$ cat config.mk
export PLATFORM = sky130hd
export DESIGN_NAME = mipsCore
export DESIGN_NICKNAME = d
export VERILOG_FILES = /design/src/mipsIsaPkg.sv /design/src/mipsCtrlPkg.sv /design/src/mainDecoder.sv /design/src/aluDecoder.sv /design/src/alu.sv /design/src/regFile.sv /design/src/pcUnit.sv /design/src/mipsCore.sv
export VERILOG_INCLUDE_DIRS = /design/src
export SDC_FILE = /design/constraint.sdc
export NUM_CORES = 2
export LEC_CHECK = 0
export BUFFER_PORTS_ARGS = -buffer_cell sky130_fd_sc_hd__clkbuf_2
export CORE_UTILIZATION = 45
export DETAILED_ROUTE_END_ITERATION = 7
export GPL_ROUTABILITY_DRIVEN = 0
export PLACE_DENSITY_LB_ADDON = 0.05
export SLEW_MARGIN = 20
export SYNTH_ARGS = -nofsm -noshare
export SYNTH_HDL_FRONTEND = slang
export SYNTH_HIERARCHICAL = 1
export SYNTH_SLANG_ARGS = --single-unit
$ cat constraint.sdc
create_clock -name clk -period 7.2 [get_ports clk]
set_input_delay 0 -clock clk [delete_from_list [all_inputs] [get_ports clk]]
set_output_delay 0 -clock clk [all_outputs]
set_load 0.01 [all_outputs]
$ cat src/mips_cfg.svh
/*
 * MIPS core configuration
 * data width, register count, data memory depth and reset PC
 */
`ifndef MIPS_CFG_SVH
`define MIPS_CFG_SVH

// datapath and address width
`define MIPS_XLEN 32

// architectural register count
`define MIPS_RF_REGS 32

// data memory depth in words
`define MIPS_DMEM_WORDS 128

// fetch address after reset
`define MIPS_RESET_PC 32'h0000_0000

`endif

$ cat src/mipsIsaPkg.sv
/*
 * MIPS instruction-set package
 * opcode and funct encodings, instruction field widths, register index type
 */
`default_nettype none

package mipsIsaPkg;

  // ====================================================================
  // instruction field widths
  // ====================================================================
  localparam int OPCODE_W   = 6;
  localparam int FUNCT_W    = 6;
  localparam int REG_ADDR_W = 5;
  localparam int IMM_W      = 16;
  localparam int JIDX_W     = 26;

  // primary opcodes of the supported subset
  typedef enum logic [OPCODE_W-1:0] {
    OP_RTYPE = 6'd0,
    OP_J     = 6'd2,
    OP_JAL   = 6'd3,
    OP_BEQ   = 6'd4,
    OP_ADDI  = 6'd8,
    OP_LW    = 6'd35,
    OP_SW    = 6'd43
  } opcode_t;

  // R-type function field
  typedef enum logic [FUNCT_W-1:0] {
    FN_ADD = 6'd32,
    FN_SUB = 6'd34,
    FN_AND = 6'd36,
    FN_OR  = 6'd37,
    FN_SLT = 6'd42
  } funct_t;

  typedef logic [REG_ADDR_W-1:0] regAddr_t;

  // jal return address lands here
  localparam regAddr_t LINK_REG = 5'd31;

endpackage

`default_nettype wire

$ cat src/mipsCtrlPkg.sv
/*
 * MIPS control package
 * ALU operation class from the main decoder and ALU function codes
 */
`default_nettype none

package mipsCtrlPkg;

  // operation class passed from main decoder to ALU decoder
  typedef enum logic [1:0] {
    ALUOP_ADD   = 2'd0,
    ALUOP_SUB   = 2'd1,
    ALUOP_FUNCT = 2'd2
  } aluOp_t;

  // ALU function select
  typedef enum logic [3:0] {
    ALU_AND  = 4'b0000,
    ALU_OR   = 4'b0001,
    ALU_ADD  = 4'b0010,
    ALU_SUB  = 4'b0110,
    ALU_SLT  = 4'b0111,
    ALU_PASS = 4'b1111
  } aluCtrl_t;

endpackage

`default_nettype wire

$ cat src/mainDecoder.sv
/*
 * Main decoder
 * opcode to datapath control levels and ALU operation class
 */
`timescale 1ns/1ps
`default_nettype none

module mainDecoder
  import mipsIsaPkg::*;
  import mipsCtrlPkg::*;
(
  input  opcode_t opcode,
  output logic    regDst,
  output logic    aluSrc,
  output logic    memToReg,
  output logic    regWrite,
  output logic    memWrite,
  output logic    branch,
  output logic    jump,
  output logic    link,
  output aluOp_t  aluOp
);

  always_comb begin
    // unknown opcodes fall through as a no-op
    regDst   = 1'b0;
    aluSrc   = 1'b0;
    memToReg = 1'b0;
    regWrite = 1'b0;
    memWrite = 1'b0;
    branch   = 1'b0;
    jump     = 1'b0;
    link     = 1'b0;
    aluOp    = ALUOP_ADD;
    case (opcode)
      OP_RTYPE: begin
        regDst   = 1'b1;
        regWrite = 1'b1;
        aluOp    = ALUOP_FUNCT;
      end
      OP_ADDI: begin
        aluSrc   = 1'b1;
        regWrite = 1'b1;
      end
      OP_LW: begin
        aluSrc   = 1'b1;
        memToReg = 1'b1;
        regWrite = 1'b1;
      end
      OP_SW: begin
        aluSrc   = 1'b1;
        memWrite = 1'b1;
      end
      OP_BEQ: begin
        branch = 1'b1;
        aluOp  = ALUOP_SUB;
      end
      OP_J:    jump = 1'b1;
      OP_JAL: begin
        jump     = 1'b1;
        link     = 1'b1;
        regWrite = 1'b1;
      end
      default: ;
    endcase
  end

endmodule

`default_nettype wire

$ cat src/aluDecoder.sv
/*
 * ALU decoder
 * operation class plus funct field to ALU function code
 */
`timescale 1ns/1ps
`default_nettype none

module aluDecoder
  import mipsIsaPkg::*;
  import mipsCtrlPkg::*;
(
  input  aluOp_t   aluOp,
  input  funct_t   funct,
  output aluCtrl_t aluCtrl
);

  always_comb begin
    case (aluOp)
      ALUOP_ADD: aluCtrl = ALU_ADD;
      ALUOP_SUB: aluCtrl = ALU_SUB;
      ALUOP_FUNCT: begin
        case (funct)
          FN_ADD:  aluCtrl = ALU_ADD;
          FN_SUB:  aluCtrl = ALU_SUB;
          FN_AND:  aluCtrl = ALU_AND;
          FN_OR:   aluCtrl = ALU_OR;
          FN_SLT:  aluCtrl = ALU_SLT;
          // core drops the write for an unsupported funct
          default: aluCtrl = ALU_PASS;
        endcase
      end
      default: aluCtrl = ALU_PASS;
    endcase
  end

endmodule

`default_nettype wire

$ cat src/alu.sv
/*
 * ALU
 * and, or, add, sub and signed set-less-than with a zero flag
 */
`timescale 1ns/1ps
`default_nettype none

`include "mips_cfg.svh"

module alu
  import mipsCtrlPkg::*;
(
  input  logic [`MIPS_XLEN-1:0] a,
  input  logic [`MIPS_XLEN-1:0] b,
  input  aluCtrl_t              aluCtrl,
  output logic [`MIPS_XLEN-1:0] result,
  output logic                  zero
);

  logic lessThan;

  // signed compare for slt
  assign lessThan = $signed(a) < $signed(b);

  always_comb begin
    case (aluCtrl)
      ALU_AND: result = a & b;
      ALU_OR:  result = a | b;
      ALU_ADD: result = a + b;
      ALU_SUB: result = a - b;
      ALU_SLT: result = {{(`MIPS_XLEN-1){1'b0}}, lessThan};
      default: result = a;
    endcase
  end

  // beq relies on this after a subtract
  assign zero = (result == '0);

endmodule

`default_nettype wire

$ cat src/regFile.sv
/*
 * Register file
 * two combinational read ports, one write port at the clock edge,
 * register 0 hard-wired to zero
 */
`timescale 1ns/1ps
`default_nettype none

`include "mips_cfg.svh"

module regFile
  import mipsIsaPkg::*;
(
  input  logic                  clk,
  input  logic                  rst,
  input  logic                  writeEn,
  input  regAddr_t              readAddrA,
  input  regAddr_t              readAddrB,
  input  regAddr_t              writeAddr,
  input  logic [`MIPS_XLEN-1:0] writeData,
  output logic [`MIPS_XLEN-1:0] readDataA,
  output logic [`MIPS_XLEN-1:0] readDataB
);

  logic [`MIPS_XLEN-1:0] regs [`MIPS_RF_REGS];

  always_ff @(posedge clk or negedge rst) begin
    if (!rst) begin
      for (int i = 0; i < `MIPS_RF_REGS; i++) begin
        regs[i] <= '0;
      end
    end else if (writeEn && (writeAddr != '0)) begin
      regs[writeAddr] <= writeData;
    end
  end

  // r0 always reads zero
  assign readDataA = (readAddrA == '0) ? '0 : regs[readAddrA];
  assign readDataB = (readAddrB == '0) ? '0 : regs[readAddrB];

endmodule

`default_nettype wire

$ cat src/pcUnit.sv
/*
 * Program counter
 * picks jump, taken branch or PC+4 and loads it at the clock edge
 */
`timescale 1ns/1ps
`default_nettype none

`include "mips_cfg.svh"

module pcUnit
  import mipsIsaPkg::*;
(
  input  logic                  clk,
  input  logic                  rst,
  input  logic                  branchTaken,
  input  logic                  jump,
  input  logic [`MIPS_XLEN-1:0] branchOffset,
  input  logic [JIDX_W-1:0]     jumpIndex,
  output logic [`MIPS_XLEN-1:0] pc,
  output logic [`MIPS_XLEN-1:0] pcPlus4
);

  logic [`MIPS_XLEN-1:0] branchTarget;
  logic [`MIPS_XLEN-1:0] jumpTarget;
  logic [`MIPS_XLEN-1:0] pcNext;

  assign pcPlus4 = pc + `MIPS_XLEN'd4;

  // word offset scaled to bytes
  assign branchTarget = pcPlus4 + {branchOffset[`MIPS_XLEN-3:0], 2'b00};

  // region bits come from PC+4
  assign jumpTarget = {pcPlus4[`MIPS_XLEN-1:`MIPS_XLEN-4], jumpIndex, 2'b00};

  // jump wins over branch, branch over fall-through
  always_comb begin
    if (jump) begin
      pcNext = jumpTarget;
    end else if (branchTaken) begin
      pcNext = branchTarget;
    end else begin
      pcNext = pcPlus4;
    end
  end

  always_ff @(posedge clk or negedge rst) begin
    if (!rst) begin
      pc <= `MIPS_RESET_PC;
    end else begin
      pc <= pcNext;
    end
  end

endmodule

`default_nettype wire

$ cat src/mipsCore.sv
/*
 * Single-cycle MIPS core
 * field split, immediate extension, operand and write-back muxes,
 * decoders, ALU, register file and PC
 */
`timescale 1ns/1ps
`default_nettype none

`include "mips_cfg.svh"

module mipsCore
  import mipsIsaPkg::*;
  import mipsCtrlPkg::*;
#(
  parameter int MEM_ADDR_W = $clog2(`MIPS_DMEM_WORDS)
) (
  input  logic                  clk,
  input  logic                  rst,
  output logic [`MIPS_XLEN-1:0] irAddr,
  input  logic [`MIPS_XLEN-1:0] ir,
  output logic                  memWriteEn,
  output logic [MEM_ADDR_W-1:0] memAddr,
  output logic [`MIPS_XLEN-1:0] memWriteData,
  input  logic [`MIPS_XLEN-1:0] memReadData,
  output logic                  rfWriteEn,
  output regAddr_t              rfWriteAddr,
  output logic [`MIPS_XLEN-1:0] rfWriteData
);

  // ====================================================================
  // instruction fields
  // ====================================================================
  opcode_t           opcode;
  funct_t            funct;
  regAddr_t          rs;
  regAddr_t          rt;
  regAddr_t          rd;
  logic [IMM_W-1:0]  imm;
  logic [JIDX_W-1:0] jumpIndex;

  assign opcode    = opcode_t'(ir[31:26]);
  assign rs        = ir[25:21];
  assign rt        = ir[20:16];
  assign rd        = ir[15:11];
  assign imm       = ir[IMM_W-1:0];
  assign funct     = funct_t'(ir[FUNCT_W-1:0]);
  assign jumpIndex = ir[JIDX_W-1:0];

  logic regDst, aluSrc, memToReg, regWrite, memWrite, branch, jump, link;
  aluOp_t   aluOp;
  aluCtrl_t aluCtrl;

  logic [`MIPS_XLEN-1:0] immExt;
  logic [`MIPS_XLEN-1:0] readDataA;
  logic [`MIPS_XLEN-1:0] readDataB;
  logic [`MIPS_XLEN-1:0] aluB;
  logic [`MIPS_XLEN-1:0] aluResult;
  logic                  aluZero;
  logic [`MIPS_XLEN-1:0] pcPlus4;

  mainDecoder uMainDec (
    .opcode   (opcode),
    .regDst   (regDst),
    .aluSrc   (aluSrc),
    .memToReg (memToReg),
    .regWrite (regWrite),
    .memWrite (memWrite),
    .branch   (branch),
    .jump     (jump),
    .link     (link),
    .aluOp    (aluOp)
  );

  aluDecoder uAluDec (
    .aluOp   (aluOp),
    .funct   (funct),
    .aluCtrl (aluCtrl)
  );

  // ====================================================================
  // execute
  // ====================================================================
  assign immExt = {{(`MIPS_XLEN-IMM_W){imm[IMM_W-1]}}, imm};
  assign aluB   = aluSrc ? immExt : readDataB;

  alu uAlu (
    .a       (readDataA),
    .b       (aluB),
    .aluCtrl (aluCtrl),
    .result  (aluResult),
    .zero    (aluZero)
  );

  // unknown funct behaves as a no-op
  assign rfWriteEn = regWrite && (aluCtrl != ALU_PASS);

  // destination is the link register, rd or rt
  assign rfWriteAddr = link ? LINK_REG : (regDst ? rd : rt);

  // jal returns to the next instruction as there is no delay slot
  assign rfWriteData = link ? pcPlus4 : (memToReg ? memReadData : aluResult);

  regFile uRegFile (
    .clk       (clk),
    .rst       (rst),
    .writeEn   (rfWriteEn),
    .readAddrA (rs),
    .readAddrB (rt),
    .writeAddr (rfWriteAddr),
    .writeData (rfWriteData),
    .readDataA (readDataA),
    .readDataB (readDataB)
  );

  pcUnit uPc (
    .clk          (clk),
    .rst          (rst),
    .branchTaken  (branch && aluZero),
    .jump         (jump),
    .branchOffset (immExt),
    .jumpIndex    (jumpIndex),
    .pc           (irAddr),
    .pcPlus4      (pcPlus4)
  );

  // byte address to word index
  assign memWriteEn   = memWrite;
  assign memAddr      = aluResult[MEM_ADDR_W+1:2];
  assign memWriteData = readDataB;

endmodule

`default_nettype wire

Yosys cells after proc, flatten, opt, wreduce, memory -nomap -nowiden
Index checks and enable logic that the tools add are counted.
Word-level totals
  flip-flop bits (word level): 1056
  latch bits: 0
  RAM bits: 0
  bits in read-only memories: 0
  output and inout bits: 110
  memories: 0
Operators by class
  $add $sub $neg: 4
  multiply operators: 0
  divide/modulo/power cells: 0
  order comparisons: 5
  equality and inequality tests: 18
  shift-type cells: 0
  muxes and demuxes: 30
  bitwise operators: 5
  reductions and logical operators: 14
Operators with widths (number)
  $bwmux W1024: 1
  $mux W32: 12
  $bmux W32 S5: 2
  $demux W32 S5: 1
  $pmux W32 S5: 1
  $add A32 B32 Y32: 2
  $eq A6 B6 Y1 const B: 7
  $add A32 B3 Y32 const B: 1
  $and A32 B32 Y32: 1
  $logic_not A32 Y1: 1
  $lt A32 B32 Y1: 1
  $or A32 B32 Y32: 1
  $sub A32 B32 Y32: 1
  $pmux W4 S5: 1
  $ge A6 B6 Y1 const B: 3
  $not A5 Y6: 3
  $eq A6 B2 Y1 const B: 2
  $pmux W4 S3: 1
  $logic_not A5 Y1: 2
  $mux W5: 2
  $eq A4 B3 Y1 const B: 2
  $mux W1: 8
  $eq A6 B3 Y1 const B: 1
  $eq A6 B4 Y1 const B: 1
  other kinds (15): 18

Logic depth before layout (Yosys ltp)
  depth after elaboration: 12
  depth in mapped cells: 32
  gate-level depth less buffers: 27

Cells and area by module
Netlist, hierarchy kept.
Modules (own cells, without submodules)
  regFile: instances 1, cells an instance 3621, area an instance 54369.6 um2, sequential area each 25624.6 um2
  alu: instances 1, cells an instance 919, area an instance 5936.9 um2, sequential area each 0.0 um2
  pcUnit: instances 1, cells an instance 481, area an instance 3777.4 um2, sequential area each 750.7 um2
  mipsCore: instances 1, cells an instance 177, area an instance 1249.9 um2, sequential area each 0.0 um2
  mainDecoder: instances 1, cells an instance 18, area an instance 133.9 um2, sequential area each 0.0 um2
  aluDecoder: instances 1, cells an instance 14, area an instance 82.6 um2, sequential area each 0.0 um2

Worst setup path after synthesis
No wires, ideal clock.
  kind: input-to-reg
  from: in ir[16]
  to: reg uPc.pc[31]
  arrival: 6.135 ns
  required time: 7.121 ns
  slack: 0.986 ns
  stages: 31
  path buffers: 5
  path through: buf_2 > inv_1 > buf_2 > buf_2 > clkbuf_1 > o2111ai_1 > a311oi_1 > inv_1 > o21ai_0 > inv_1 > ha_1 > or4_1 > nor4_1 > nand2_1 > o221ai_1 > o311ai_1 > a2111oi_2 > nand4bb_1 > a2111oi_2 > nand4_1 > nor4b_1 > and3_1 > and2_1 > clkbuf_8 > nor2b_1 > nand3_1 > nor4b_1 > and2_1 > a31oi_1 > nand3_1 > xor2_1
Between the ends
  cells in the longest elaborated chain, start to end: 12
Ends and longest elaborated chain
  from (decl): RTL line mipsCore.sv:20  | input logic [`MIPS_XLEN-1:0] ir,
  $not A5 Y6 (not written as such): RTL line regFile.sv:39  | assign readDataB = (readAddrB == '0) ? '0 : regs[readAddrB];
  $bmux W32 S5: RTL line regFile.sv:39
  $mux W32 (not written as such) (2 in series): RTL line regFile.sv:39
  $mux W32 *: RTL line regFile.sv:39
  named net memWriteData[17]: RTL line mipsCore.sv:23  | output logic [`MIPS_XLEN-1:0] memWriteData,
  $mux W32 *: RTL line mipsCore.sv:84  | assign aluB = aluSrc ? immExt : readDataB;
  named net aluB[17]: RTL line mipsCore.sv:56  | logic [`MIPS_XLEN-1:0] aluB;
  $sub A32 B32 Y32 (tied with other cells): RTL line alu.sv:30  | ALU_SUB: result = a - b;
  $pmux W32 S5 *: RTL line alu.sv:26  | case (aluCtrl)
  $logic_not A32 Y1 *: RTL line alu.sv:37  | assign zero = (result == '0);
  named net aluZero: RTL line mipsCore.sv:58  | logic aluZero;
  $logic_and A1 B1 Y1 *: RTL line mipsCore.sv:118  | .branchTaken (branch && aluZero),
  $mux W32 *: RTL line pcUnit.sv:39  | end else if (branchTaken) begin
  $mux W32 *: RTL line pcUnit.sv:37  | if (jump) begin
  named net uPc.pcNext[31]: RTL line pcUnit.sv:25  | logic [`MIPS_XLEN-1:0] pcNext;
  to (signal assigned): RTL line pcUnit.sv:48  | pc <= `MIPS_RESET_PC;
  to (signal assigned): RTL line pcUnit.sv:50  | pc <= pcNext;
  to (decl): RTL line pcUnit.sv:19  | output logic [`MIPS_XLEN-1:0] pc,
The timed path passes the listed nets; every way through them passes the cells marked *. The select of a mux whose other input is x is not followed.
A chain may end at the register's enable or synchronous reset.

Final worst setup path
  from: reg uRegFile/regs[936] in the netlist's numbering
  to: reg uPc.pc[4]
Between the ends
  cells in the longest elaborated chain, start to end: 11
Ends and longest elaborated chain
  from (decl): RTL line regFile.sv:25  | logic [`MIPS_XLEN-1:0] regs [`MIPS_RF_REGS];
  from (signal, indexed assignment): RTL line regFile.sv:33  | regs[writeAddr] <= writeData;
  $bmux W32 S5 *: RTL line regFile.sv:39
  $mux W32 (not written as such) * (2 in series): RTL line regFile.sv:39
  $mux W32 *: RTL line regFile.sv:39
  $mux W32 *: RTL line mipsCore.sv:84
  named net aluB[8]: RTL line mipsCore.sv:56
  $sub A32 B32 Y32 or $add A32 B32 Y32 (tied branches): RTL line alu.sv:30, alu.sv:29
  $pmux W32 S5 *: RTL line alu.sv:26
  named net aluResult[13]: RTL line mipsCore.sv:57  | logic [`MIPS_XLEN-1:0] aluResult;
  $logic_not A32 Y1 *: RTL line alu.sv:37
  named net aluZero: RTL line mipsCore.sv:58
  $logic_and A1 B1 Y1 *: RTL line mipsCore.sv:118
  $mux W32 *: RTL line pcUnit.sv:39
  $mux W32 *: RTL line pcUnit.sv:37
  named net uPc.pcNext[4]: RTL line pcUnit.sv:25
Marked as above.

==> flow_metrics.env <==
export IMPL_status="finished, violations left"
export IMPL_violations="design-rule violations"
export IMPL_synthArstFlopShare_pct=100.0
export IMPL_clkTransAtPathRegs_ns=0.06
export IMPL_end_kind="flip-flop"
export IMPL_post_route_period_util_pct=97.27
export IMPL_h_tree_depth=3
export IMPL_avgSynthCellArea_um2=12.53
export IMPL_maxCapViolCount=0
export IMPL_die_area_um2=147200
export IMPL_drv_slew=0
export IMPL_numCtsBuffers=117
export IMPL_core_area_um2=144000
export IMPL_fin_crit_ns=7.004
export IMPL_placed_area_um2=71480
export IMPL_finalHoldViolCount=0
export IMPL_ys_seq_elements=1054
export IMPL_required_ns=7.84
export IMPL_placed_cells=7300
export IMPL_rows=139
export IMPL_drc=20
export IMPL_start_kind="flip-flop"
export IMPL_crit_arrival_ns=7.65
export IMPL_relSlewSlack_pct=20.63
export IMPL_antenna_left=0
export IMPL_pre_cts_slack_ns=-0.4585
export IMPL_synth_distinct_cells=106
export IMPL_fillCellCount=12460
export IMPL_power_density_nw_per_um2=233.3
export IMPL_clock_latency_ns=0.79
export IMPL_cp_slowest_stage_delay_ns=0.78
export IMPL_crit_fanout=21
export IMPL_grt_setup_unrepaired="no"
export IMPL_finalNonFillerCells=7569
export IMPL_synth_area_um2=65550
export IMPL_num_vias=50000
export IMPL_yosysWarningCount=6
export IMPL_setup_tns_ns=0
export IMPL_holdCritPathClass="input pin to flip-flop"
export IMPL_initial_utilization_pct=45.52
export IMPL_wl_um=259500
export IMPL_portBuffers=173
export IMPL_vdd_drop_max_v=0.0002060
export IMPL_root_buffer="clkbuf_16"
export IMPL_grt_max_degree=183
export IMPL_firstDrtPassIters=8
export IMPL_layout_nets=5769
export IMPL_syn2layout_area_growth_pct=16.38
export IMPL_io_pins=176
export IMPL_synth_edf_count=0
export IMPL_clkSinkCount=1054
export IMPL_die_x_um=383.7
export IMPL_antenna_found_initial=10
export IMPL_critical_path_slowest_cell="a311oi_1"
export IMPL_synth_cells=5230
export IMPL_synth_ff_type="dfrtp_1"
export IMPL_fmax_mhz=142.8
export IMPL_power_leakage_uw=0.03483
export IMPL_path_class="flip-flop to flip-flop"
export IMPL_finClkSkew_ns=0.07473
export IMPL_synth_seq_area_share_pct=40.24
export IMPL_fin_ws_ns=0.1963
export IMPL_dp_hpwl_um=172900
export IMPL_track_usage_pct=35.20
export IMPL_drive_above_1_share_pct=46.02
export IMPL_grt_pass1_vias=49320
export IMPL_cp_common_cell="buf_4"
export IMPL_grt_overflow_total=0
export IMPL_fp_dieH_um=383.7
export IMPL_finalSetupViolCount=0
export IMPL_drt_initial_drc_count=5301
export IMPL_clock_path_buffers=3
export IMPL_wire_per_inst_um=34.28
export IMPL_final_area_um2=76280
export IMPL_tightest_slew_ns=1.190
export IMPL_cts_tree="yes"
export IMPL_grt_pass1_wl_um=371100
export IMPL_viasPerCell=6.606
## per-layer routing
metal | vias to the layer above | GRT usage, % | wire, µm
met5 | - | 0 | 53
li1 | 20680 | - | -
met2 | 2277 | 54.05 | 117000
met3 | 566 | 5.635 | 20090
met1 | 26470 | 49.64 | 109700
met4 | 10 | 14.50 | 12660
## synthesized netlist by cell type (25+ instances only)
cell type	instances	area, µm²
dfrtp_1	1054	26380
mux2_2	1052	11850
mux4_2	448	10090
clkbuf_1	285	1070
nand2_1	216	810.8
o21ai_0	193	965.9
buf_2	180	900.9
mux2i_1	175	1752
nor2_1	151	566.8
ha_1	137	1714
inv_1	130	488.0
a21oi_1	129	645.6
nor2b_1	96	600.6
a211oi_1	88	660.6
a311oi_1	70	613.1
a22oi_1	69	518.0
a221oi_1	58	508.0
buf_4	42	315.3
xnor2_1	41	359.1
nand3_1	38	190.2
o21ai_1	36	180.2
nor3_1	32	160.2
o211ai_1	27	202.7
a31oi_1	25	156.4
o2111ai_1	25	219.0
## area by class of cell
cell class / count / area (µm²) / area share [%]
diodes: 5 / 12.51 / 0.01640
clock buffers: 174 / 3513 / 4.606
clock inverters: 43 / 510.5 / 0.6692
inverters: 131 / 496.7 / 0.6512
multi-input cells: 3519 / 36940 / 48.43
flip-flops and latches: 1054 / 26380 / 34.57
well taps: 1903 / 2381 / 3.121
repair buffers: 740 / 6051 / 7.932
## placed cells by master (no fill, tap or decap), drive strengths merged, types with 25 or more instances in the layout
master / n
xnor2: 41
o2111ai: 25
mux2i: 175
nor3: 35
buf: 542
a221oi: 59
nor2: 151
nand2: 218
clkinv: 32
clkbuf: 340
mux4: 448
a22oi: 69
o211ai: 27
ha: 137
inv: 132
dlygate4sd3: 32
dfrtp: 1054
o21ai: 236
a311oi: 70
a21oi: 129
nor2b: 96
a31oi: 25
mux2: 1075
a211oi: 89
nand3: 39
## where the power goes
group          internal [µW]  switching [µW]  total [µW]
registers               6360             366        6730
clock network           3620            2640        6260
logic                   1950            2860        4800
## registers in the layout, indices dropped and copies added, names as in the netlist
register and count:
uPc/pc 30, uRegFile/regs 1024
## through the flow
| step | total power [µW] | util, % | hold WS (ns) |
|---|---|---|---|
| 6_report | 17800 | 52.97 | 0.06711 |
| 5_1_grt | 18490 | 52.97 | 0.05918 |
| 4_1_cts | 17800 | 52.68 | 0.01727 |
| 2_1_floorplan | 9461 | - | -0.2956 |
| 3_3_place_gp | 11440 | 49.55 | 0.01548 |
| 3_5_place_dp | 11480 | 49.64 | 0.01435 |
## worst max-delay path, delay by kind of cell, from the launching register on
family | cells | cell delay (ns)
adder cells (fa/ha/maj) | 1 | 0.32
flip-flops | 1 | 0.38
multiplexers | 2 | 0.53
AND/OR/NAND/NOR | 8 | 1.38
AO/OA/AOI/OAI | 8 | 2.50
buffers and inverters | 8 | 1.76
## worst paths after layout
| kind | startpoint | slack, ns | endpoint | depth (start not counted) |
|---|---|---|---|---|
| min in group asynchronous | rst | 0.49 | uPc/pc[27] | 4 |
| min | ir[22] | 0.07 | uPc/pc[24] | 5 |
| max reg2reg | uRegFile/regs[936] | 0.20 | uPc/pc[4] | 27 |
| min reg2reg | uRegFile/regs[1013] | 0.39 | uRegFile/regs[1013] | 0 |
| max in group asynchronous | rst | 5.20 | uRegFile/regs[257] | 5 |
| max | uRegFile/regs[936] | 0.20 | uPc/pc[4] | 27 |
## timing repair
item | 4_1_cts | 5_1_grt
hold buffers | 33 | 0
endpoints found under the setup margin | 1 | 22
endpoints found under the hold margin | 495 | 0
pin swaps | 0 | 13
setup buffers | 0 | 12
gates resized for setup | 3 | 48
## cell families (layout without fill, tap and decap cells)
kind of cell / after synthesis / in the layout / synth area share [%]
DFF: 1054 / 1054 / 40.24
buffers and inverters: 660 / 1088 / 4.537
and+or+nand+nor: 709 / 709 / 5.478
adders and majority gates: 140 / 140 / 2.707
muxes: 1698 / 1698 / 36.61
xor gates and xnor gates: 61 / 61 / 0.8379
AOI/OAI and AO/OA: 907 / 907 / 9.592
other: 1 / 9 / 0.005721
No activity file was read; power rests on OpenSTA's default activity.
